$ cat src/elevator_pkg.sv
// Elevator floor request package
// Floor count, floor index and mask types, and the reserved floor code
// shared by the request latch and the car control

package elevator_pkg;

    //////////////////////////////////////////////////////////////////
    // Sizes
    //////////////////////////////////////////////////////////////////

    // Floors served by the car, floor 1 is index 0
    localparam int num_floors = 11;

    // Bits needed to hold a floor index
    localparam int floor_bits = 4;

    //////////////////////////////////////////////////////////////////
    // Types
    //////////////////////////////////////////////////////////////////

    // Floor index, 0 up to num_floors-1
    typedef logic [floor_bits-1:0] floor_t;

    // One bit per floor, bit i stands for floor index i
    // Used for the hall calls, the car panel and both lamp banks
    typedef logic [num_floors-1:0] floor_mask_t;

    //////////////////////////////////////////////////////////////////
    // Floor codes
    //////////////////////////////////////////////////////////////////

    // Lowest and highest served floor
    localparam floor_t floor_first = floor_t'(0);
    localparam floor_t floor_last  = floor_t'(num_floors - 1);

    // Codes above floor_last never name a floor
    // The top code marks a scan that found no lit floor
    localparam floor_t floor_none  = 4'hF;

endpackage

$ cat src/car_control.sv
// Car control
// Picks the next target floor from the lit lamps, preferring the travel
// direction, asks the motion FSM to move, and passes door requests

`timescale 1ns/1ps

module car_control (
    input  logic                      clock,
    input  logic                      reset_n,
    input  elevator_pkg::floor_mask_t call_button_lights,
    input  elevator_pkg::floor_mask_t panel_button_lights,
    input  elevator_pkg::floor_t      current_floor,
    input  logic                      elevator_moving,
    input  logic                      elevator_direction,
    input  logic                      emergency_btn,
    input  logic                      power_switch,
    input  logic                      door_open_btn,
    input  logic                      door_close_btn,
    output elevator_pkg::floor_t      target_floor,
    output logic                      direction_selector,
    output logic                      activate_elevator,
    output logic                      door_open_allowed,
    output logic                      door_close_allowed
);

    import elevator_pkg::*;

    floor_mask_t pending;
    floor_t      above_floor;
    floor_t      below_floor;
    logic        above_found;
    logic        below_found;
    floor_t      next_target;
    logic        enabled;
    logic        at_target;
    logic        door_gate;

    // A floor is pending if either of its lamps is on
    assign pending = call_button_lights | panel_button_lights;

    assign enabled   = power_switch && !emergency_btn;
    assign at_target = !elevator_moving && (target_floor == current_floor);
    assign door_gate = !elevator_moving && power_switch;

    //////////////////////////////////////////////////////////////////////
    // Pending floor scans
    //////////////////////////////////////////////////////////////////////

    // Nearest lit floor above the car, scanned top down so the lowest wins
    always_comb begin
        above_floor = floor_none;
        for (int i = int'(floor_last); i >= int'(floor_first); i--) begin
            if (pending[i] && (floor_t'(i) > current_floor)) begin
                above_floor = floor_t'(i);
            end
        end
    end

    // Nearest lit floor below the car, scanned bottom up so the highest wins
    always_comb begin
        below_floor = floor_none;
        for (int i = int'(floor_first); i <= int'(floor_last); i++) begin
            if (pending[i] && (floor_t'(i) < current_floor)) begin
                below_floor = floor_t'(i);
            end
        end
    end

    assign above_found = (above_floor != floor_none);
    assign below_found = (below_floor != floor_none);

    //////////////////////////////////////////////////////////////////////
    // Target selection
    //////////////////////////////////////////////////////////////////////

    // Keep going the preferred way, turn around only when nothing is left
    always_comb begin
        if (elevator_direction) begin
            if (above_found) begin
                next_target = above_floor;
            end else if (below_found) begin
                next_target = below_floor;
            end else begin
                next_target = current_floor;
            end
        end else begin
            if (below_found) begin
                next_target = below_floor;
            end else if (above_found) begin
                next_target = above_floor;
            end else begin
                next_target = current_floor;
            end
        end
    end

    // New target only once the car rests at the old one
    always_ff @(posedge clock or negedge reset_n) begin
        if (!reset_n) begin
            target_floor <= floor_first;
        end else if (at_target) begin
            target_floor <= next_target;
        end
    end

    // Motion request to the FSM
    assign activate_elevator = enabled && !elevator_moving && (target_floor != current_floor);

    // Up is the idle default, down only while the target lies below
    assign direction_selector = !(target_floor < current_floor);

    //////////////////////////////////////////////////////////////////////
    // Door permits
    //////////////////////////////////////////////////////////////////////

    always_ff @(posedge clock or negedge reset_n) begin
        if (!reset_n) begin
            door_open_allowed  <= 1'b0;
            door_close_allowed <= 1'b0;
        end else if (door_gate) begin
            door_open_allowed  <= door_open_btn;
            door_close_allowed <= door_close_btn;
        end else begin
            door_open_allowed  <= 1'b0;
            door_close_allowed <= 1'b0;
        end
    end

endmodule

$ cat src/floor_logic_top.sv
// Elevator floor logic top level
// Request latch feeding the car control, all signals as plain ports

`timescale 1ns/1ps

module floor_logic_top (
    input  logic                      clock,
    input  logic                      reset_n,
    input  elevator_pkg::floor_mask_t floor_call_buttons,
    input  elevator_pkg::floor_mask_t panel_buttons,
    input  logic                      door_open_btn,
    input  logic                      door_close_btn,
    input  logic                      emergency_btn,
    input  logic                      power_switch,
    input  elevator_pkg::floor_t      current_floor,
    input  logic                      elevator_moving,
    input  logic                      elevator_direction,
    output elevator_pkg::floor_t      target_floor,
    output logic                      direction_selector,
    output logic                      activate_elevator,
    output logic                      door_open_allowed,
    output logic                      door_close_allowed,
    output elevator_pkg::floor_mask_t call_button_lights,
    output elevator_pkg::floor_mask_t panel_button_lights
);

    // Lamps are both outputs and the request source for the car control
    request_latch request_latch0 (
        .clock               (clock),
        .reset_n             (reset_n),
        .floor_call_buttons  (floor_call_buttons),
        .panel_buttons       (panel_buttons),
        .emergency_btn       (emergency_btn),
        .power_switch        (power_switch),
        .elevator_moving     (elevator_moving),
        .current_floor       (current_floor),
        .call_button_lights  (call_button_lights),
        .panel_button_lights (panel_button_lights)
    );

    car_control car_control0 (
        .clock               (clock),
        .reset_n             (reset_n),
        .call_button_lights  (call_button_lights),
        .panel_button_lights (panel_button_lights),
        .current_floor       (current_floor),
        .elevator_moving     (elevator_moving),
        .elevator_direction  (elevator_direction),
        .emergency_btn       (emergency_btn),
        .power_switch        (power_switch),
        .door_open_btn       (door_open_btn),
        .door_close_btn      (door_close_btn),
        .target_floor        (target_floor),
        .direction_selector  (direction_selector),
        .activate_elevator   (activate_elevator),
        .door_open_allowed   (door_open_allowed),
        .door_close_allowed  (door_close_allowed)
    );

endmodule

$ cat src/request_latch.sv
// Floor request latch
// Holds the hall call and car panel lamps. Presses set lamps while the car
// is enabled, and a stop at a floor clears both lamps of that floor.

`timescale 1ns/1ps

module request_latch (
    input  logic                      clock,
    input  logic                      reset_n,
    input  elevator_pkg::floor_mask_t floor_call_buttons,
    input  elevator_pkg::floor_mask_t panel_buttons,
    input  logic                      emergency_btn,
    input  logic                      power_switch,
    input  logic                      elevator_moving,
    input  elevator_pkg::floor_t      current_floor,
    output elevator_pkg::floor_mask_t call_button_lights,
    output elevator_pkg::floor_mask_t panel_button_lights
);

    import elevator_pkg::*;

    logic        enabled;
    logic        stopped;
    floor_mask_t here_mask;
    floor_mask_t call_set;
    floor_mask_t panel_set;
    floor_mask_t clear_mask;
    floor_mask_t call_next;
    floor_mask_t panel_next;

    // Car accepts new requests only with power on and no emergency
    assign enabled = power_switch && !emergency_btn;

    // Stopped and powered, the car serves the floor it is at
    assign stopped = power_switch && !elevator_moving;

    //////////////////////////////////////////////////////////////////////
    // Current floor decode
    //////////////////////////////////////////////////////////////////////

    // One-hot of the current floor, all zero for a code past floor_last
    always_comb begin
        here_mask = '0;
        for (int i = 0; i < num_floors; i++) begin
            if (current_floor == floor_t'(i)) begin
                here_mask[i] = 1'b1;
            end
        end
    end

    //////////////////////////////////////////////////////////////////////
    // Set and clear masks
    //////////////////////////////////////////////////////////////////////

    // Every pressed button latches at once, except the one for this floor
    assign call_set  = enabled ? (floor_call_buttons & ~here_mask) : '0;
    assign panel_set = enabled ? (panel_buttons & ~here_mask) : '0;

    // Arrival wins over a set for the same floor
    assign clear_mask = stopped ? here_mask : '0;

    assign call_next  = (call_button_lights | call_set) & ~clear_mask;
    assign panel_next = (panel_button_lights | panel_set) & ~clear_mask;

    //////////////////////////////////////////////////////////////////////
    // Lamp registers
    //////////////////////////////////////////////////////////////////////

    always_ff @(posedge clock or negedge reset_n) begin
        if (!reset_n) begin
            call_button_lights  <= '0;
            panel_button_lights <= '0;
        end else begin
            call_button_lights  <= call_next;
            panel_button_lights <= panel_next;
        end
    end

endmodule

$ cat config.mk
export PLATFORM = sky130hd
export DESIGN_NAME = floor_logic_top
export DESIGN_NICKNAME = d
export VERILOG_FILES = /design/src/elevator_pkg.sv /design/src/car_control.sv /design/src/floor_logic_top.sv /design/src/request_latch.sv
export SDC_FILE = /design/constraint.sdc
export NUM_CORES = 1
export LEC_CHECK = 0
export ABC_AREA = 0
export BUFFER_PORTS_ARGS = -buffer_cell sky130_fd_sc_hd__buf_2
export CAP_MARGIN = 20
export CORE_MARGIN = 4
export CORE_UTILIZATION = 40
export DETAILED_ROUTE_END_ITERATION = 8
export GPL_TIMING_DRIVEN = 0
export HOLD_SLACK_MARGIN = 0.08
export PLACE_DENSITY_LB_ADDON = 0.15
export SLEW_MARGIN = 25
export SYNTH_ARGS = -nofsm -noshare
export SYNTH_HDL_FRONTEND = slang
export SYNTH_SLANG_ARGS = --single-unit
export TNS_END_PERCENT = 5
$ cat constraint.sdc
create_clock -name clock -period 4.1 [get_ports clock]
set_input_delay 0.41 -clock clock [delete_from_list [all_inputs] [get_ports clock]]
set_output_delay 0.41 -clock clock [all_outputs]
set_load 0.005 [all_outputs]
Yosys cells after proc, flatten, opt, wreduce, memory -nomap -nowiden
Cells that the tools add are included.

Shift operators: 0. Equality and inequality tests: 14. Bitwise operators: 9. Mux-type cells: 43. Add/sub/neg operators: 0. Divide/modulo/power cells: 0. Magnitude comparators: 23. Reduce and logical (&&, ||, !) cells: 31. Multiply operators: 0.

Operator list (number): $mux 4 (26); $and 11x11->11 (4); $mux 11 (3); $or 11x11->11 (3); $logic_and 1x1->1 (27); $not 11->11 (2); $eq 4x3->1 const B (4); $gt 3x4->1 const A (4); $lt 3x4->1 const A (4); $mux 1 (13); $eq 4x4->1 const B (3); $gt 4x4->1 const A (3); $lt 4x4->1 const A (3); $eq 4x2->1 const B (2); $gt 1x4->1 const A (2); $gt 2x4->1 const A (2); $lt 1x4->1 const A (2); $lt 2x4->1 const A (2); $ne 4x4->1 const B (2); $eq 4x1->1 const B (1); $eq 4x4->1 (1); $logic_not 4->1 (1); $lt 4x4->1 (1); $ne 4x4->1 (1); 2 further kinds (4).

RAM bits: 0. ROM bits: 0. Memories kept: 0. Register bits: 28. Latch bits: 0. Bits of input ports: 34.

Logic depth before layout (Yosys ltp)
Depth in word-level cells: 17. Mapped depth: 9. Gate-level depth less buffers: 6.

Modules after synthesis
Synthesis repeated with hierarchy kept, for this count alone.

Cell total of the unflattened synthesis: 200. Area total of the unflattened synthesis: 1954.4 sq um.

By module, submodules not included: car_control (area each 996.0 sq um, sequential area each 150.1 sq um, cells an instance 123, instances 1); request_latch (area each 958.4 sq um, sequential area each 550.5 sq um, cells an instance 77, instances 1).

Worst setup path before layout
No wires, ideal clock.

Path type: input-to-reg. Start point: in current_floor[2]. End point: reg car_control0.target_floor[0]. Slack: 2.167 ns. Required time: 4.005 ns. Stages: 8. Arrival time: 1.837 ns. Library setup time: 0.095 ns. Buffers on the path: 3. Cell sequence: buf_6 > buf_6 > inv_1 > ha_1 > nand4_1 > or2_2 > buf_1 > o31ai_1.

Longest elaborated chain between the ends: 17. Elaborated cells on any way between the ends: 75. Classes of those cells: order compare (22); eq/ne (3); mux (27); reduce/logical (23).

RTL lines: start, declared (RTL line floor_logic_top.sv:15) `input elevator_pkg::floor_t current_floor,`; $gt 4x4->1 or $lt 1x4->1 (tied branches) (RTL line car_control.sv:53, car_control.sv:63); $logic_and 1x1->1, on equally long branches (RTL line car_control.sv:53, car_control.sv:63); $mux 3 or $mux 4 (tied branches) (RTL line car_control.sv:53, car_control.sv:63); $mux 4, on equally long branches (10 in series) (RTL line car_control.sv:53, car_control.sv:63); $ne 4x4->1, on equally long branches (RTL line car_control.sv:69, car_control.sv:70); $mux 4, on equally long branches (RTL line car_control.sv:89, car_control.sv:81); $mux 4, on equally long branches (RTL line car_control.sv:87, car_control.sv:79); $mux 4 (RTL line car_control.sv:78) `if (elevator_direction) begin`; end signal, assigned (RTL line car_control.sv:100) `target_floor <= floor_first;`; end signal, assigned (RTL line car_control.sv:102) `target_floor <= next_target;`; end, declared (RTL line car_control.sv:19) `output elevator_pkg::floor_t target_floor,`.

Parallel ways exist; a longest one is shown, timed or not. A chain may end at the register's enable or synchronous reset.

Final worst setup path
Start point: in current_floor[1]. End point: out direction_selector.

Longest elaborated chain between the ends: 2.

RTL lines: $lt 4x4->1 (RTL line car_control.sv:110) `assign direction_selector = !(target_floor < current_floor);`; $logic_not 1->1 (RTL line car_control.sv:110); end, declared (RTL line floor_logic_top.sv:19) `output logic direction_selector,`.

Every way passes these cells.

==> qor.txt <==
Top post-synthesis cells by area -> sky130_fd_sc_hd__dfrtp_1 34%, sky130_fd_sc_hd__nor2_1 10%, sky130_fd_sc_hd__a21oi_1 6.9%
Seq/Total Area, Yosys -> 34.4%
Area of the die -> 6290 sq um
Setup violators final -> 0
Wire length of the first global-routing pass -> 9630 microns
Port Buffers -> 61
Mean area per synthesized cell -> 8.28 sq um
Area growth syn-to-layout -> 21.1%
Number of buffers inserted for hold repair after clock tree synthesis -> 0
Critical path fanouts, max -> 10
Setup_tns -> 0 ns
Vias per Instance -> 5.51
Clock skew -> 0.00504 ns
Crit path largest cell delay -> 0.31 ns
Number of buffers inserted during clock tree synthesis -> 3
Post-synth top area share -> 34.4%
Reg clk slew, reported paths -> 0.10 ns
Final Net Count -> 350
Placeable core area -> 4820 sq um
Clock sink count -> 28
Diode insertion count for antenna repair -> 0
Number of global-route vias before repair -> 1,920
Synthesized Nets -> 284
RD Place Congestion -> 0.938
Total wire length -> 5880 microns
Post-CTS repair timing setup buffer count -> 0
Half-perimeter wire length of the detailed placement result -> 4700 microns
Share of post-route cells with drive strength above 1 -> 29.0%
Total track usage -> 19.6%
Height of the chip -> 79.3 microns
Number of cells upsized or downsized after cts -> 0
Maximum number of pins on one net before global-route repair -> 29
CP Buf/Inv Count -> 5
Worst path top cell family by delay -> buffers and inverters
Most frequent cell after synthesis -> sky130_fd_sc_hd__nor2_1
Most frequent cells after synthesis -> 54 x sky130_fd_sc_hd__nor2_1, 28 x sky130_fd_sc_hd__a21oi_1, 28 x sky130_fd_sc_hd__dfrtp_1
Residual DRC count -> 0
Clk root buf -> sky130_fd_sc_hd__clkbuf_8
Starting DRC count in detailed routing -> 111
Category of the worst setup path capture point -> output pin
Max rail drop VDD -> 143 uV
Worst max-slew margin expressed relative to the limit -> 57.6%
Remaining antenna violation count -> 0
Number of rows in the core area -> 25
Number of flops mapped to enable cells by yosys -> 0
Detailed-route wire length on metal 1 -> 2730 microns
Number of storage elements in the synthesis netlist -> 28
Number of antenna violations at the first check in global routing -> 0
Post-synthesis instance area -> 2040 sq um
Arrival @ worst endpoint -> 1.90 ns
Leakage power summed over all cells -> 1.01 nW
Clk_lat worst skew -> 0.28 ns
Horizontal die dimension -> 79.3 microns
Dominant cell type by area after synthesis -> sky130_fd_sc_hd__dfrtp_1
PD cells -> 323 nW/um^2
Number of max-slew violations in the final report -> 0
Number of max-cap violations -> 0
Worst-case hold slack -> 0.132 ns
RSZ-0062 raised after global routing -> no
Commonest register cell after synthesis -> sky130_fd_sc_hd__dfrtp_1
Grt ovf -> 0
Count of different cell masters after synthesis -> 50
Req. time, crit path -> 3.69 ns
Outcome -> complete, no violations
Critical path's slowest cell -> sky130_fd_sc_hd__ha_1
Number of vias in the routed layout -> 2,079
Wire length per cell after detailed routing -> 15.6 microns
Number of H-tree branching levels -> 1
Met2 routed wirelength -> 2760 microns
Count of boundary I/O pins -> 64
Initial cell density of the core -> 42.3%
Crit path cell chain -> buf_2, buf_6, buf_6, inv_1, ha_1, nor2b_1, o21a_1, o21ai_0, nand2b_1, buf_2
Final min period -> 2.31 ns
Met3 WL post-DR -> 283 microns
Count of TritonRoute iterations in the first routing pass -> 4
Worst hold path class -> in -> async
Share of flip-flops with an asynchronous set or reset after synthesis -> 100%
Synth warn -> 0
TritonCTS clock tree -> built
Actual slew at the worst max-slew pin -> 0.636 ns
Number of hold violations in the final report -> 0
Clock Tree Buf Depth -> 2
Worst setup SP type -> input port
Post-layout util -> 51.2%
Share of the clock period used by the worst path after layout -> 56.3%
Gate count after technology mapping -> 246
Startpoint-to-endpoint class of the critical path -> in -> out
Maximum clock frequency -> 433 MHz
Uppermost layer routed -> met4
cells by family (layout without fill, tap and decap cells):
kind of cell	after synthesis	count (layout)	synth area share (%)
and+or+nand+nor	102	102	25.2
AOI/OAI and AO/OA	91	91	31.3
DFF	28	28	34.4
buffers and inverters	21	85	6.64
adders and majority gates	4	4	2.46
registers in the layout, summed over array words and instances, names as in the netlist:
| signal | count |
|---|---|
| request_latch0.call_button_lights | 11 |
| car_control0.door_close_allowed | 1 |
| car_control0.target_floor | 4 |
| car_control0.door_open_allowed | 1 |
| request_latch0.panel_button_lights | 11 |
per-stage QoR:
step | setup slack [ns] | cells | power, W | cell area, sq um
after global placement | 1.72 | 374 | 0.000647 | 2420
after CTS | 1.78 | 377 | 0.000805 | 2470
final | 1.79 | 377 | 0.000797 | 2470
after floorplan | 2.17 | 246 | 0.000534 | 2040
after detailed placement | 1.76 | 374 | 0.000650 | 2420
after global routing | 1.64 | 377 | 0.000859 | 2470
placed cells by master (no fill, tap or decap), types with 7 or more instances in the layout:
| cell | netlist | final |
|---|---|---|
| sky130_fd_sc_hd__a31oi_1 | 8 | 8 |
| sky130_fd_sc_hd__dfrtp_1 | 28 | 28 |
| sky130_fd_sc_hd__inv_1 | 8 | 8 |
| sky130_fd_sc_hd__nor2_1 | 54 | 54 |
| sky130_fd_sc_hd__a21oi_1 | 28 | 28 |
| sky130_fd_sc_hd__nand2_1 | 8 | 8 |
| sky130_fd_sc_hd__o21ai_0 | 11 | 11 |
| sky130_fd_sc_hd__nor3_1 | 11 | 11 |
| sky130_fd_sc_hd__buf_6 | 7 | 7 |
| sky130_fd_sc_hd__buf_2 | 0 | 61 |
final timing paths:
path                                                      startpoint                               endpoint  slack (ns)  cells after the start
worst max-delay path                                current_floor[1]                     direction_selector        1.79                     10
worst min-delay path                                         reset_n   request_latch0.call_button_lights[3]        0.13                      1
worst max register to register  request_latch0.call_button_lights[2]           car_control0.target_floor[0]        2.01                      6
worst min register to register  request_latch0.call_button_lights[5]   request_latch0.call_button_lights[5]        0.52                      2
max in group asynchronous                                    reset_n  request_latch0.panel_button_lights[6]        3.54                      1
min in group clock                                     door_open_btn         car_control0.door_open_allowed        0.32                      3
power breakdown:
part | leakage, nW | total [W] | switching (W) | internal [W]
registers | 0.288 | 0.000363 | 0.0000418 | 0.000321
logic | 0.699 | 0.000280 | 0.000150 | 0.000130
clock network | 0.0216 | 0.000154 | 0.0000883 | 0.0000662
final cells by class:
class | instances | area (sq um)
repair buffers | 61 | 305
well taps | 67 | 83.8
multi-input cells | 197 | 1200
flip-flops and latches | 28 | 701
clock buffers | 3 | 41.3
fillers | 495 | 2350
inverters | 8 | 30.0
plain buffers | 13 | 105
per-layer routing:
layer / vias to the layer above / track usage, %
li1: 1038 / -
met1: 971 / 27.0
met2: 61 / 31.7
met3: 9 / 2.61
met4: 0 / 6.01
met5: - / 0
(Power assumes the default switching activity.)
